$ cat src/bnn_pkg.sv
package bnn_pkg;

  localparam int FEAT_CNT   = 8;
  localparam int FEAT_BITS  = 4;
  localparam int HIDDEN_CNT = 16;
  localparam int CLASS_CNT  = 4;
  localparam int FIFO_DEPTH = 4;

  // Neuron n uses bits [n*FEAT_CNT +: FEAT_CNT]
  localparam logic [HIDDEN_CNT*FEAT_CNT-1:0] HIDDEN_WEIGHTS =
    128'h5a3c_96e1_0ff0_c3a5_7e18_b24d_e187_39c6;
  // Class k uses bits [k*HIDDEN_CNT +: HIDDEN_CNT]
  localparam logic [CLASS_CNT*HIDDEN_CNT-1:0] OUTPUT_WEIGHTS = 64'hf0c3_5a96_0f3c_a569;

  localparam int HIDDEN_IDX_W = $clog2(HIDDEN_CNT);
  localparam int HIDDEN_CNT_W = $clog2(HIDDEN_CNT + 1);  // also holds a class score
  localparam int CLASS_W      = $clog2(CLASS_CNT);
  localparam int CLASS_CNT_W  = $clog2(CLASS_CNT + 1);
  localparam int SUM_W        = FEAT_BITS + $clog2(FEAT_CNT) + 2;

  localparam int AXI_ADDR_W     = 4;
  localparam int AXI_DATA_W     = 32;
  localparam int RES_HIDDEN_LSB = 8;  // hidden vector position in the result word

  localparam logic [AXI_ADDR_W-1:0] ADDR_FEATURE = 4'h0;
  localparam logic [AXI_ADDR_W-1:0] ADDR_STATUS  = 4'h4;
  localparam logic [AXI_ADDR_W-1:0] ADDR_RESULT  = 4'h8;

  localparam logic [1:0] RESP_OKAY   = 2'b00;
  localparam logic [1:0] RESP_SLVERR = 2'b10;

  typedef logic [FEAT_CNT*FEAT_BITS-1:0] feat_vec_t;
  typedef logic [HIDDEN_CNT-1:0]         hidden_vec_t;
  typedef logic [CLASS_W-1:0]            class_t;

  typedef struct packed {
    hidden_vec_t hidden;
    class_t      cls;
  } result_t;

endpackage
$ cat src/bnn_classifier.sv
module bnn_classifier import bnn_pkg::*; (
  input  logic                  clk,
  input  logic                  rst,
  input  logic [AXI_ADDR_W-1:0] awaddr,
  input  logic                  awvalid,
  output logic                  awready,
  input  logic [AXI_DATA_W-1:0] wdata,
  input  logic [3:0]            wstrb,
  input  logic                  wvalid,
  output logic                  wready,
  output logic [1:0]            bresp,
  output logic                  bvalid,
  input  logic                  bready,
  input  logic [AXI_ADDR_W-1:0] araddr,
  input  logic                  arvalid,
  output logic                  arready,
  output logic [AXI_DATA_W-1:0] rdata,
  output logic [1:0]            rresp,
  output logic                  rvalid,
  input  logic                  rready
);

  logic        feat_push, feat_full, feat_pop, feat_empty;
  feat_vec_t   feat_data, feat_head;
  logic        hidden_push, hidden_full, hidden_pop, hidden_empty;
  hidden_vec_t hidden_data, hidden_head;
  logic        result_push, result_full, result_pop, result_empty;
  result_t     result_data, result_head;

  bnn_axil_regs i_regs (
    .clk, .rst,
    .awaddr, .awvalid, .awready, .wdata, .wstrb, .wvalid, .wready,
    .bresp, .bvalid, .bready,
    .araddr, .arvalid, .arready, .rdata, .rresp, .rvalid, .rready,
    .feat_push, .feat_data, .feat_full,
    .result_pop, .result_data(result_head), .result_empty
  );

  bnn_fifo #(.payload_t(feat_vec_t)) feat_fifo (
    .clk, .rst,
    .push(feat_push), .push_data(feat_data), .full(feat_full),
    .pop(feat_pop), .pop_data(feat_head), .empty(feat_empty)
  );

  bnn_hidden_layer i_hidden (
    .clk, .rst,
    .feat_in(feat_head), .feat_empty, .feat_pop,
    .hidden_out(hidden_data), .hidden_full, .hidden_push
  );

  bnn_fifo #(.payload_t(hidden_vec_t)) hidden_fifo (
    .clk, .rst,
    .push(hidden_push), .push_data(hidden_data), .full(hidden_full),
    .pop(hidden_pop), .pop_data(hidden_head), .empty(hidden_empty)
  );

  bnn_output_layer i_output (
    .clk, .rst,
    .hidden_in(hidden_head), .hidden_empty, .hidden_pop,
    .result_out(result_data), .result_full, .result_push
  );

  bnn_fifo #(.payload_t(result_t)) result_fifo (
    .clk, .rst,
    .push(result_push), .push_data(result_data), .full(result_full),
    .pop(result_pop), .pop_data(result_head), .empty(result_empty)
  );

endmodule

$ cat src/bnn_axil_regs.sv
module bnn_axil_regs import bnn_pkg::*; (
  input  logic                  clk,
  input  logic                  rst,
  input  logic [AXI_ADDR_W-1:0] awaddr,
  input  logic                  awvalid,
  output logic                  awready,
  input  logic [AXI_DATA_W-1:0] wdata,
  input  logic [3:0]            wstrb,
  input  logic                  wvalid,
  output logic                  wready,
  output logic [1:0]            bresp,
  output logic                  bvalid,
  input  logic                  bready,
  input  logic [AXI_ADDR_W-1:0] araddr,
  input  logic                  arvalid,
  output logic                  arready,
  output logic [AXI_DATA_W-1:0] rdata,
  output logic [1:0]            rresp,
  output logic                  rvalid,
  input  logic                  rready,
  output logic                  feat_push,
  output feat_vec_t             feat_data,
  input  logic                  feat_full,
  output logic                  result_pop,
  input  result_t               result_data,
  input  logic                  result_empty
);

  logic                  wr_fire;
  logic                  wr_feat;
  logic                  rd_fire;
  logic [AXI_DATA_W-1:0] rdata_next;
  logic [1:0]            rresp_next;

  // Address and data are taken together; wstrb is not used
  assign wr_fire   = awvalid && wvalid && !bvalid;
  assign awready   = wr_fire;
  assign wready    = wr_fire;
  assign wr_feat   = wr_fire && awaddr == ADDR_FEATURE;
  assign feat_push = wr_feat && !feat_full;  // Dropped when full
  assign feat_data = wdata;

  assign arready    = !rvalid;
  assign rd_fire    = arvalid && !rvalid;
  assign result_pop = rd_fire && araddr == ADDR_RESULT && !result_empty;

  always_comb begin
    rdata_next = '0;
    rresp_next = RESP_OKAY;
    case (araddr)
      ADDR_STATUS: begin
        rdata_next[0] = !result_empty;
        rdata_next[1] = feat_full;
      end
      ADDR_RESULT: begin
        if (result_empty) begin
          rresp_next = RESP_SLVERR;
        end else begin
          rdata_next[CLASS_W-1:0]                   = result_data.cls;
          rdata_next[RES_HIDDEN_LSB +: HIDDEN_CNT] = result_data.hidden;
        end
      end
      default: ;
    endcase
  end

  always_ff @(posedge clk or posedge rst) begin
    if (rst) begin
      bvalid <= 1'b0;
      rvalid <= 1'b0;
    end else begin
      if (wr_fire)
        bvalid <= 1'b1;
      else if (bready)
        bvalid <= 1'b0;
      if (rd_fire)
        rvalid <= 1'b1;
      else if (rready)
        rvalid <= 1'b0;
    end
  end

  always_ff @(posedge clk) begin
    if (wr_fire)
      bresp <= (wr_feat && feat_full) ? RESP_SLVERR : RESP_OKAY;
    if (rd_fire) begin
      rdata <= rdata_next;
      rresp <= rresp_next;
    end
  end

  a_bvalid_hold: assert property (@(posedge clk) disable iff (rst)
    bvalid && !bready |=> bvalid && $stable(bresp));
  a_rvalid_hold: assert property (@(posedge clk) disable iff (rst)
    rvalid && !rready |=> rvalid && $stable(rdata));

endmodule

$ cat src/bnn_output_layer.sv
module bnn_output_layer import bnn_pkg::*; (
  input  logic        clk,
  input  logic        rst,
  input  hidden_vec_t hidden_in,
  input  logic        hidden_empty,
  output logic        hidden_pop,
  output result_t     result_out,
  input  logic        result_full,
  output logic        result_push
);

  logic                    busy;
  logic [CLASS_CNT_W-1:0]  cls_cnt;
  logic                    last;
  hidden_vec_t             hidden_reg;
  hidden_vec_t             agree;
  logic [HIDDEN_CNT_W-1:0] score;
  logic [HIDDEN_CNT_W-1:0] best_score;
  class_t                  best_cls;

  assign last  = cls_cnt == CLASS_CNT_W'(CLASS_CNT);
  assign agree = hidden_reg ~^ OUTPUT_WEIGHTS[cls_cnt[CLASS_W-1:0]*HIDDEN_CNT +: HIDDEN_CNT];

  always_comb begin
    score = '0;
    for (int n = 0; n < HIDDEN_CNT; n++)
      score = score + agree[n];
  end

  assign hidden_pop  = !busy && !hidden_empty;
  assign result_push = busy && last && !result_full;
  assign result_out  = '{hidden: hidden_reg, cls: best_cls};

  always_ff @(posedge clk or posedge rst) begin
    if (rst) begin
      busy    <= 1'b0;
      cls_cnt <= '0;
    end else if (hidden_pop) begin
      busy    <= 1'b1;
      cls_cnt <= '0;
    end else if (busy) begin
      if (!last)
        cls_cnt <= cls_cnt + 1'b1;
      else if (!result_full)
        busy <= 1'b0;
    end
  end

  always_ff @(posedge clk) begin
    if (hidden_pop) begin
      hidden_reg <= hidden_in;
      best_score <= '0;
      best_cls   <= '0;
    end else if (busy && !last && score > best_score) begin
      best_score <= score;  // Strictly higher, so ties keep the lower class
      best_cls   <= cls_cnt[CLASS_W-1:0];
    end
  end

endmodule

$ cat src/bnn_hidden_layer.sv
module bnn_hidden_layer import bnn_pkg::*; (
  input  logic        clk,
  input  logic        rst,
  input  feat_vec_t   feat_in,
  input  logic        feat_empty,
  output logic        feat_pop,
  output hidden_vec_t hidden_out,
  input  logic        hidden_full,
  output logic        hidden_push
);

  logic                    busy;
  logic [HIDDEN_CNT_W-1:0] cnt;   // Neuron under evaluation
  logic                    last;
  feat_vec_t               feat_reg;
  hidden_vec_t             hidden_reg;
  logic [FEAT_CNT-1:0]     slice;
  logic signed [SUM_W-1:0] sum;

  assign last  = cnt == HIDDEN_CNT_W'(HIDDEN_CNT);
  assign slice = HIDDEN_WEIGHTS[cnt[HIDDEN_IDX_W-1:0]*FEAT_CNT +: FEAT_CNT];

  // xnor with the weight gives +f for a 1 and -f-1 for a 0,
  // so each 0 weight adds one back
  always_comb begin
    logic signed [FEAT_BITS:0] moment;
    sum = '0;
    for (int i = 0; i < FEAT_CNT; i++) begin
      moment = {(FEAT_BITS+1){slice[i]}} ~^ {1'b0, feat_reg[i*FEAT_BITS +: FEAT_BITS]};
      sum = sum + moment;
      if (!slice[i])
        sum = sum + 1;
    end
  end

  assign feat_pop    = !busy && !feat_empty;
  assign hidden_push = busy && last && !hidden_full;
  assign hidden_out  = hidden_reg;

  always_ff @(posedge clk or posedge rst) begin
    if (rst) begin
      busy <= 1'b0;
      cnt  <= '0;
    end else if (feat_pop) begin
      busy <= 1'b1;
      cnt  <= '0;
    end else if (busy) begin
      if (!last)
        cnt <= cnt + 1'b1;
      else if (!hidden_full)
        busy <= 1'b0;  // Vector handed on
    end
  end

  always_ff @(posedge clk) begin
    if (feat_pop)
      feat_reg <= feat_in;
    if (busy && !last)
      hidden_reg <= {~sum[SUM_W-1], hidden_reg[HIDDEN_CNT-1:1]};  // Neuron 0 lands at bit 0
  end

  a_cnt_range: assert property (@(posedge clk) disable iff (rst)
    cnt <= HIDDEN_CNT_W'(HIDDEN_CNT));

endmodule

$ cat src/bnn_fifo.sv
module bnn_fifo import bnn_pkg::*; #(
  parameter type payload_t = logic [7:0],
  parameter int  DEPTH     = FIFO_DEPTH
) (
  input  logic     clk,
  input  logic     rst,
  input  logic     push,
  input  payload_t push_data,
  output logic     full,
  input  logic     pop,
  output payload_t pop_data,
  output logic     empty
);

  localparam int PTR_W = (DEPTH > 1) ? $clog2(DEPTH) : 1;
  localparam int CNT_W = $clog2(DEPTH + 1);

  payload_t mem [DEPTH];
  logic [PTR_W-1:0] wr_ptr;
  logic [PTR_W-1:0] rd_ptr;
  logic [CNT_W-1:0] count;

  assign full     = count == CNT_W'(DEPTH);
  assign empty    = count == '0;
  assign pop_data = mem[rd_ptr];  // Head entry, valid while not empty

  always_ff @(posedge clk or posedge rst) begin
    if (rst) begin
      wr_ptr <= '0;
      rd_ptr <= '0;
      count  <= '0;
    end else begin
      if (push)
        wr_ptr <= (wr_ptr == PTR_W'(DEPTH - 1)) ? '0 : wr_ptr + 1'b1;
      if (pop)
        rd_ptr <= (rd_ptr == PTR_W'(DEPTH - 1)) ? '0 : rd_ptr + 1'b1;
      if (push && !pop)
        count <= count + 1'b1;
      else if (pop && !push)
        count <= count - 1'b1;
    end
  end

  always_ff @(posedge clk) begin
    if (push)
      mem[wr_ptr] <= push_data;
  end

  a_no_overflow: assert property (@(posedge clk) disable iff (rst) push |-> !full);
  a_no_underflow: assert property (@(posedge clk) disable iff (rst) pop |-> !empty);

endmodule

$ cat config.mk
export PLATFORM = sky130hd
export DESIGN_NAME = bnn_classifier
export DESIGN_NICKNAME = d
export VERILOG_FILES = /design/src/bnn_pkg.sv /design/src/bnn_classifier.sv /design/src/bnn_axil_regs.sv /design/src/bnn_output_layer.sv /design/src/bnn_hidden_layer.sv /design/src/bnn_fifo.sv
export SDC_FILE = /design/constraint.sdc
export NUM_CORES = 1
export LEC_CHECK = 0
export ABC_AREA = 0
export BUFFER_PORTS_ARGS = -buffer_cell sky130_fd_sc_hd__buf_2
export CAP_MARGIN = 5
export CORE_MARGIN = 8
export CORE_UTILIZATION = 46
export CTS_BUF_LIST = sky130_fd_sc_hd__clkbuf_4 sky130_fd_sc_hd__clkbuf_8 sky130_fd_sc_hd__clkbuf_16
export CTS_CLUSTER_DIAMETER = 60
export DETAILED_ROUTE_END_ITERATION = 10
export HOLD_SLACK_MARGIN = 0.05
export PLACE_DENSITY_LB_ADDON = 0.12
export SYNTH_ARGS = -nofsm -noshare
export SYNTH_HDL_FRONTEND = slang
export SYNTH_HIERARCHICAL = 1
export SYNTH_SLANG_ARGS = --single-unit
$ cat constraint.sdc
create_clock -name clk -period 14 [get_ports clk]
set_input_delay 2.8 -clock clk [delete_from_list [all_inputs] [get_ports clk]]
set_output_delay 2.8 -clock clk [all_outputs]
set_load 0.005 [all_outputs]
==> metrics.cfg <==
[critical_path]
crit_arrival_ns=12.06
cp_max_fo=10
rr_worst_depth=48
cp_common_cell=ha_1
cp-end-kind=flip-flop
cp-startpoint=i_hidden/cnt[2]$_DFFE_PP0P_
r2r-start=i_hidden/cnt[2]$_DFFE_PP0P_
max_stage_delay_ns=0.54
cp-start-kind=flip-flop
worstSetupPathType=flip-flop to flip-flop
cp.required_ns=14.31
cp_slowest_cell=fa_1

[cells_and_area]
seqCellArea_um2=11400
reg.largest.list=feat_fifo/mem x128, result_fifo/mem x72, hidden_fifo/mem x64
drive_gt1_share_pct=19.8
fillers=3487
largest_register_ffs=128
fin_nets=1492
syn_to_final_growth_pct=10.9
num_antenna_cells=0
fin_util_pct=51.2
largest-register=feat_fifo/mem
multi_input_area_um2=6900

[routing]
vias=9664
drtPass1Iterations=5
wl_per_cell_um=16.7
routed_via_density=5.10
postRouteAntennaNets=0
totalWireLength_mm=31.6
initialDrtViolationCount=332
route.detailed.drc=0

[sta]
rsz0062_at_grt=no
fin_setup_tns_ns=0
drv_slew=0
finalSetupViolCount=0
clock_skew_ns=0.0144
timing.hold.ws_ns=0.485
relSlewSlack_pct=30.9
fin_crit_ns=11.76
post-route-period-util_pct=84.0
tightest_slew_ns=1.04
max_freq_ghz=0.0851
hold_violations=0

[yosys]
ys_ff_latch=388
syn_area_um2=19200
yosys.area.top_type=edfxtp_1
async_flop_share_pct=8.51
synth_area_leaders=edfxtp_1 (54%), ha_1 (6.6%), mux4_2 (6.3%)
syn_area_per_cell_um2=15.4
synth_top_area_share_pct=54.4
seq_area_frac_synth_pct=59.5
ys.flop_type=edfxtp_1
yosys_warnings=6
synth_edf_count=348
yosysUniqueCellTypes=84
postSynthCellCount=1250

[grt]
grtUsageTotal_pct=13.4
grt_max_degree=36
antenna_found_initial=0
grt_pass1_vias=10100
grt.overflow.total=0
grt_pass1_wl_mm=51.6

[die]
core_um2=41600
pin_count=92
die_h_um=220
std_cell_rows=75
die_area_um2=48500
die_w_um=220
initial_utilization_pct=46.2

[placed_design]
port_buffers=71
dp_hpwl_mm=21.6
place_congestion=0.742

[clock_network]
post_cts_buffers=0
cts-resized-gates=0
clk_pin_slew_ns=0.06
clockBufferDepth=3
numCtsBuffers=45
root_buffer=clkbuf_16
cts.sink_count=388
hold_buffers=0
cts_htree_levels=2
cts_tree=built
clock_latency_ns=0.57

[hold_path]
hp-start=feat_fifo/count[2]$_DFFE_PP0P_
hp-class=flip-flop to flip-flop
holdPathStages=1

[job]
maxCapViolCount=0

[status]
status=complete, no violations

worst paths after layout:
path                                                     end  slack (ns)
max                        i_hidden/hidden_out[15]$_DFFE_PP_        2.24
min                           feat_fifo/count[2]$_DFFE_PP0P_        0.49
max reg2reg                i_hidden/hidden_out[15]$_DFFE_PP_        2.24
min reg2reg                   feat_fifo/count[2]$_DFFE_PP0P_        0.49
max in group asynchronous    feat_fifo/rd_ptr[0]$_DFFE_PP0P_       11.50
min in group asynchronous    i_output/cls_cnt[1]$_DFFE_PP0P_        2.18
synth_stat cells (all sizes together) (15+ instances only):
master    n
a21o     18
a21oi    44
and2     15
buf      72
dfrtp    33
edfxtp  348
fa       20
ha      101
inv      93
mux4     66
nand2    46
nand3    19
nor2     31
nor3     34
o21ai    36
xnor2    93
xor2     55
metal layers:
layer	global-route usage, %	routed length (um)	up-vias
met4	4.81	826	0
li1	-	-	4748
met1	16.0	13400	4736
met3	2.54	1190	59
met2	23.8	16200	121
met5	0	0	-
final cells by class:
| cell class | count | area share, % |
|---|---|---|
| Tap cell | 539 | 3.17 |
| Clock inverter | 33 | 1.49 |
| Multi-Input combinational cell | 707 | 32.4 |
| Sequential cell | 388 | 53.6 |
| Timing Repair Buffer | 85 | 2.16 |
| Inverter | 93 | 1.64 |
| Clock buffer | 51 | 5.50 |
metrics by stage:
step	worst slack [ns]	cell area, um2	cells
final	2.24	21300	1896
after detailed placement	2.03	19800	1812
after global routing	1.22	21300	1896
after global placement	2.14	19800	1812
after CTS	2.02	21300	1896
after floorplan	3.14	19300	1265
worst max-delay path, delay by kind of cell (launching register included):
kind                       cells  cell delay, ns
AOI/OAI and AO/OA              5            0.77
xor gates and xnor gates      10            2.53
adders and majority gates     13            4.73
buffers and inverters          7            0.62
DFF                            1            0.52
and+or+nand+nor               13            2.34
kinds of logic (layout without fill, tap and decap cells):
group | count (synthesis) | count (layout) | synth area share (%)
AOI/OAI and AO/OA | 143 | 143 | 5.12
xor gates and xnor gates | 152 | 152 | 7.40
adders and majority gates | 121 | 121 | 8.67
buffers and inverters | 170 | 262 | 4.99
DFF | 388 | 388 | 59.5
muxes | 74 | 74 | 8.45
other | 1 | 16 | 0.0195
and+or+nand+nor | 201 | 201 | 5.89
cell usage in the layout (no fill, tap or decap), types with 10 or more instances in the layout:
master	netlist	final
xor2_1	54	54
fa_1	20	20
inv_1	92	92
nand2_1	45	45
conb_1	1	16
nor3_2	10	10
ha_1	101	101
dfrtp_1	33	32
clkbuf_16	0	45
nor2_1	29	28
nand3_1	19	19
nor3_1	22	22
mux4_2	54	54
a21o_1	17	17
buf_2	11	71
a21oi_1	40	40
o21ai_0	24	24
nand4_1	13	13
mux4_1	12	12
xnor2_1	91	91
buf_4	50	14
and2_1	14	14
edfxtp_1	348	348
Power is left out: the tool's default activity adds up to more than one toggle a clock period on the data nets, which glitch-free logic cannot reach.
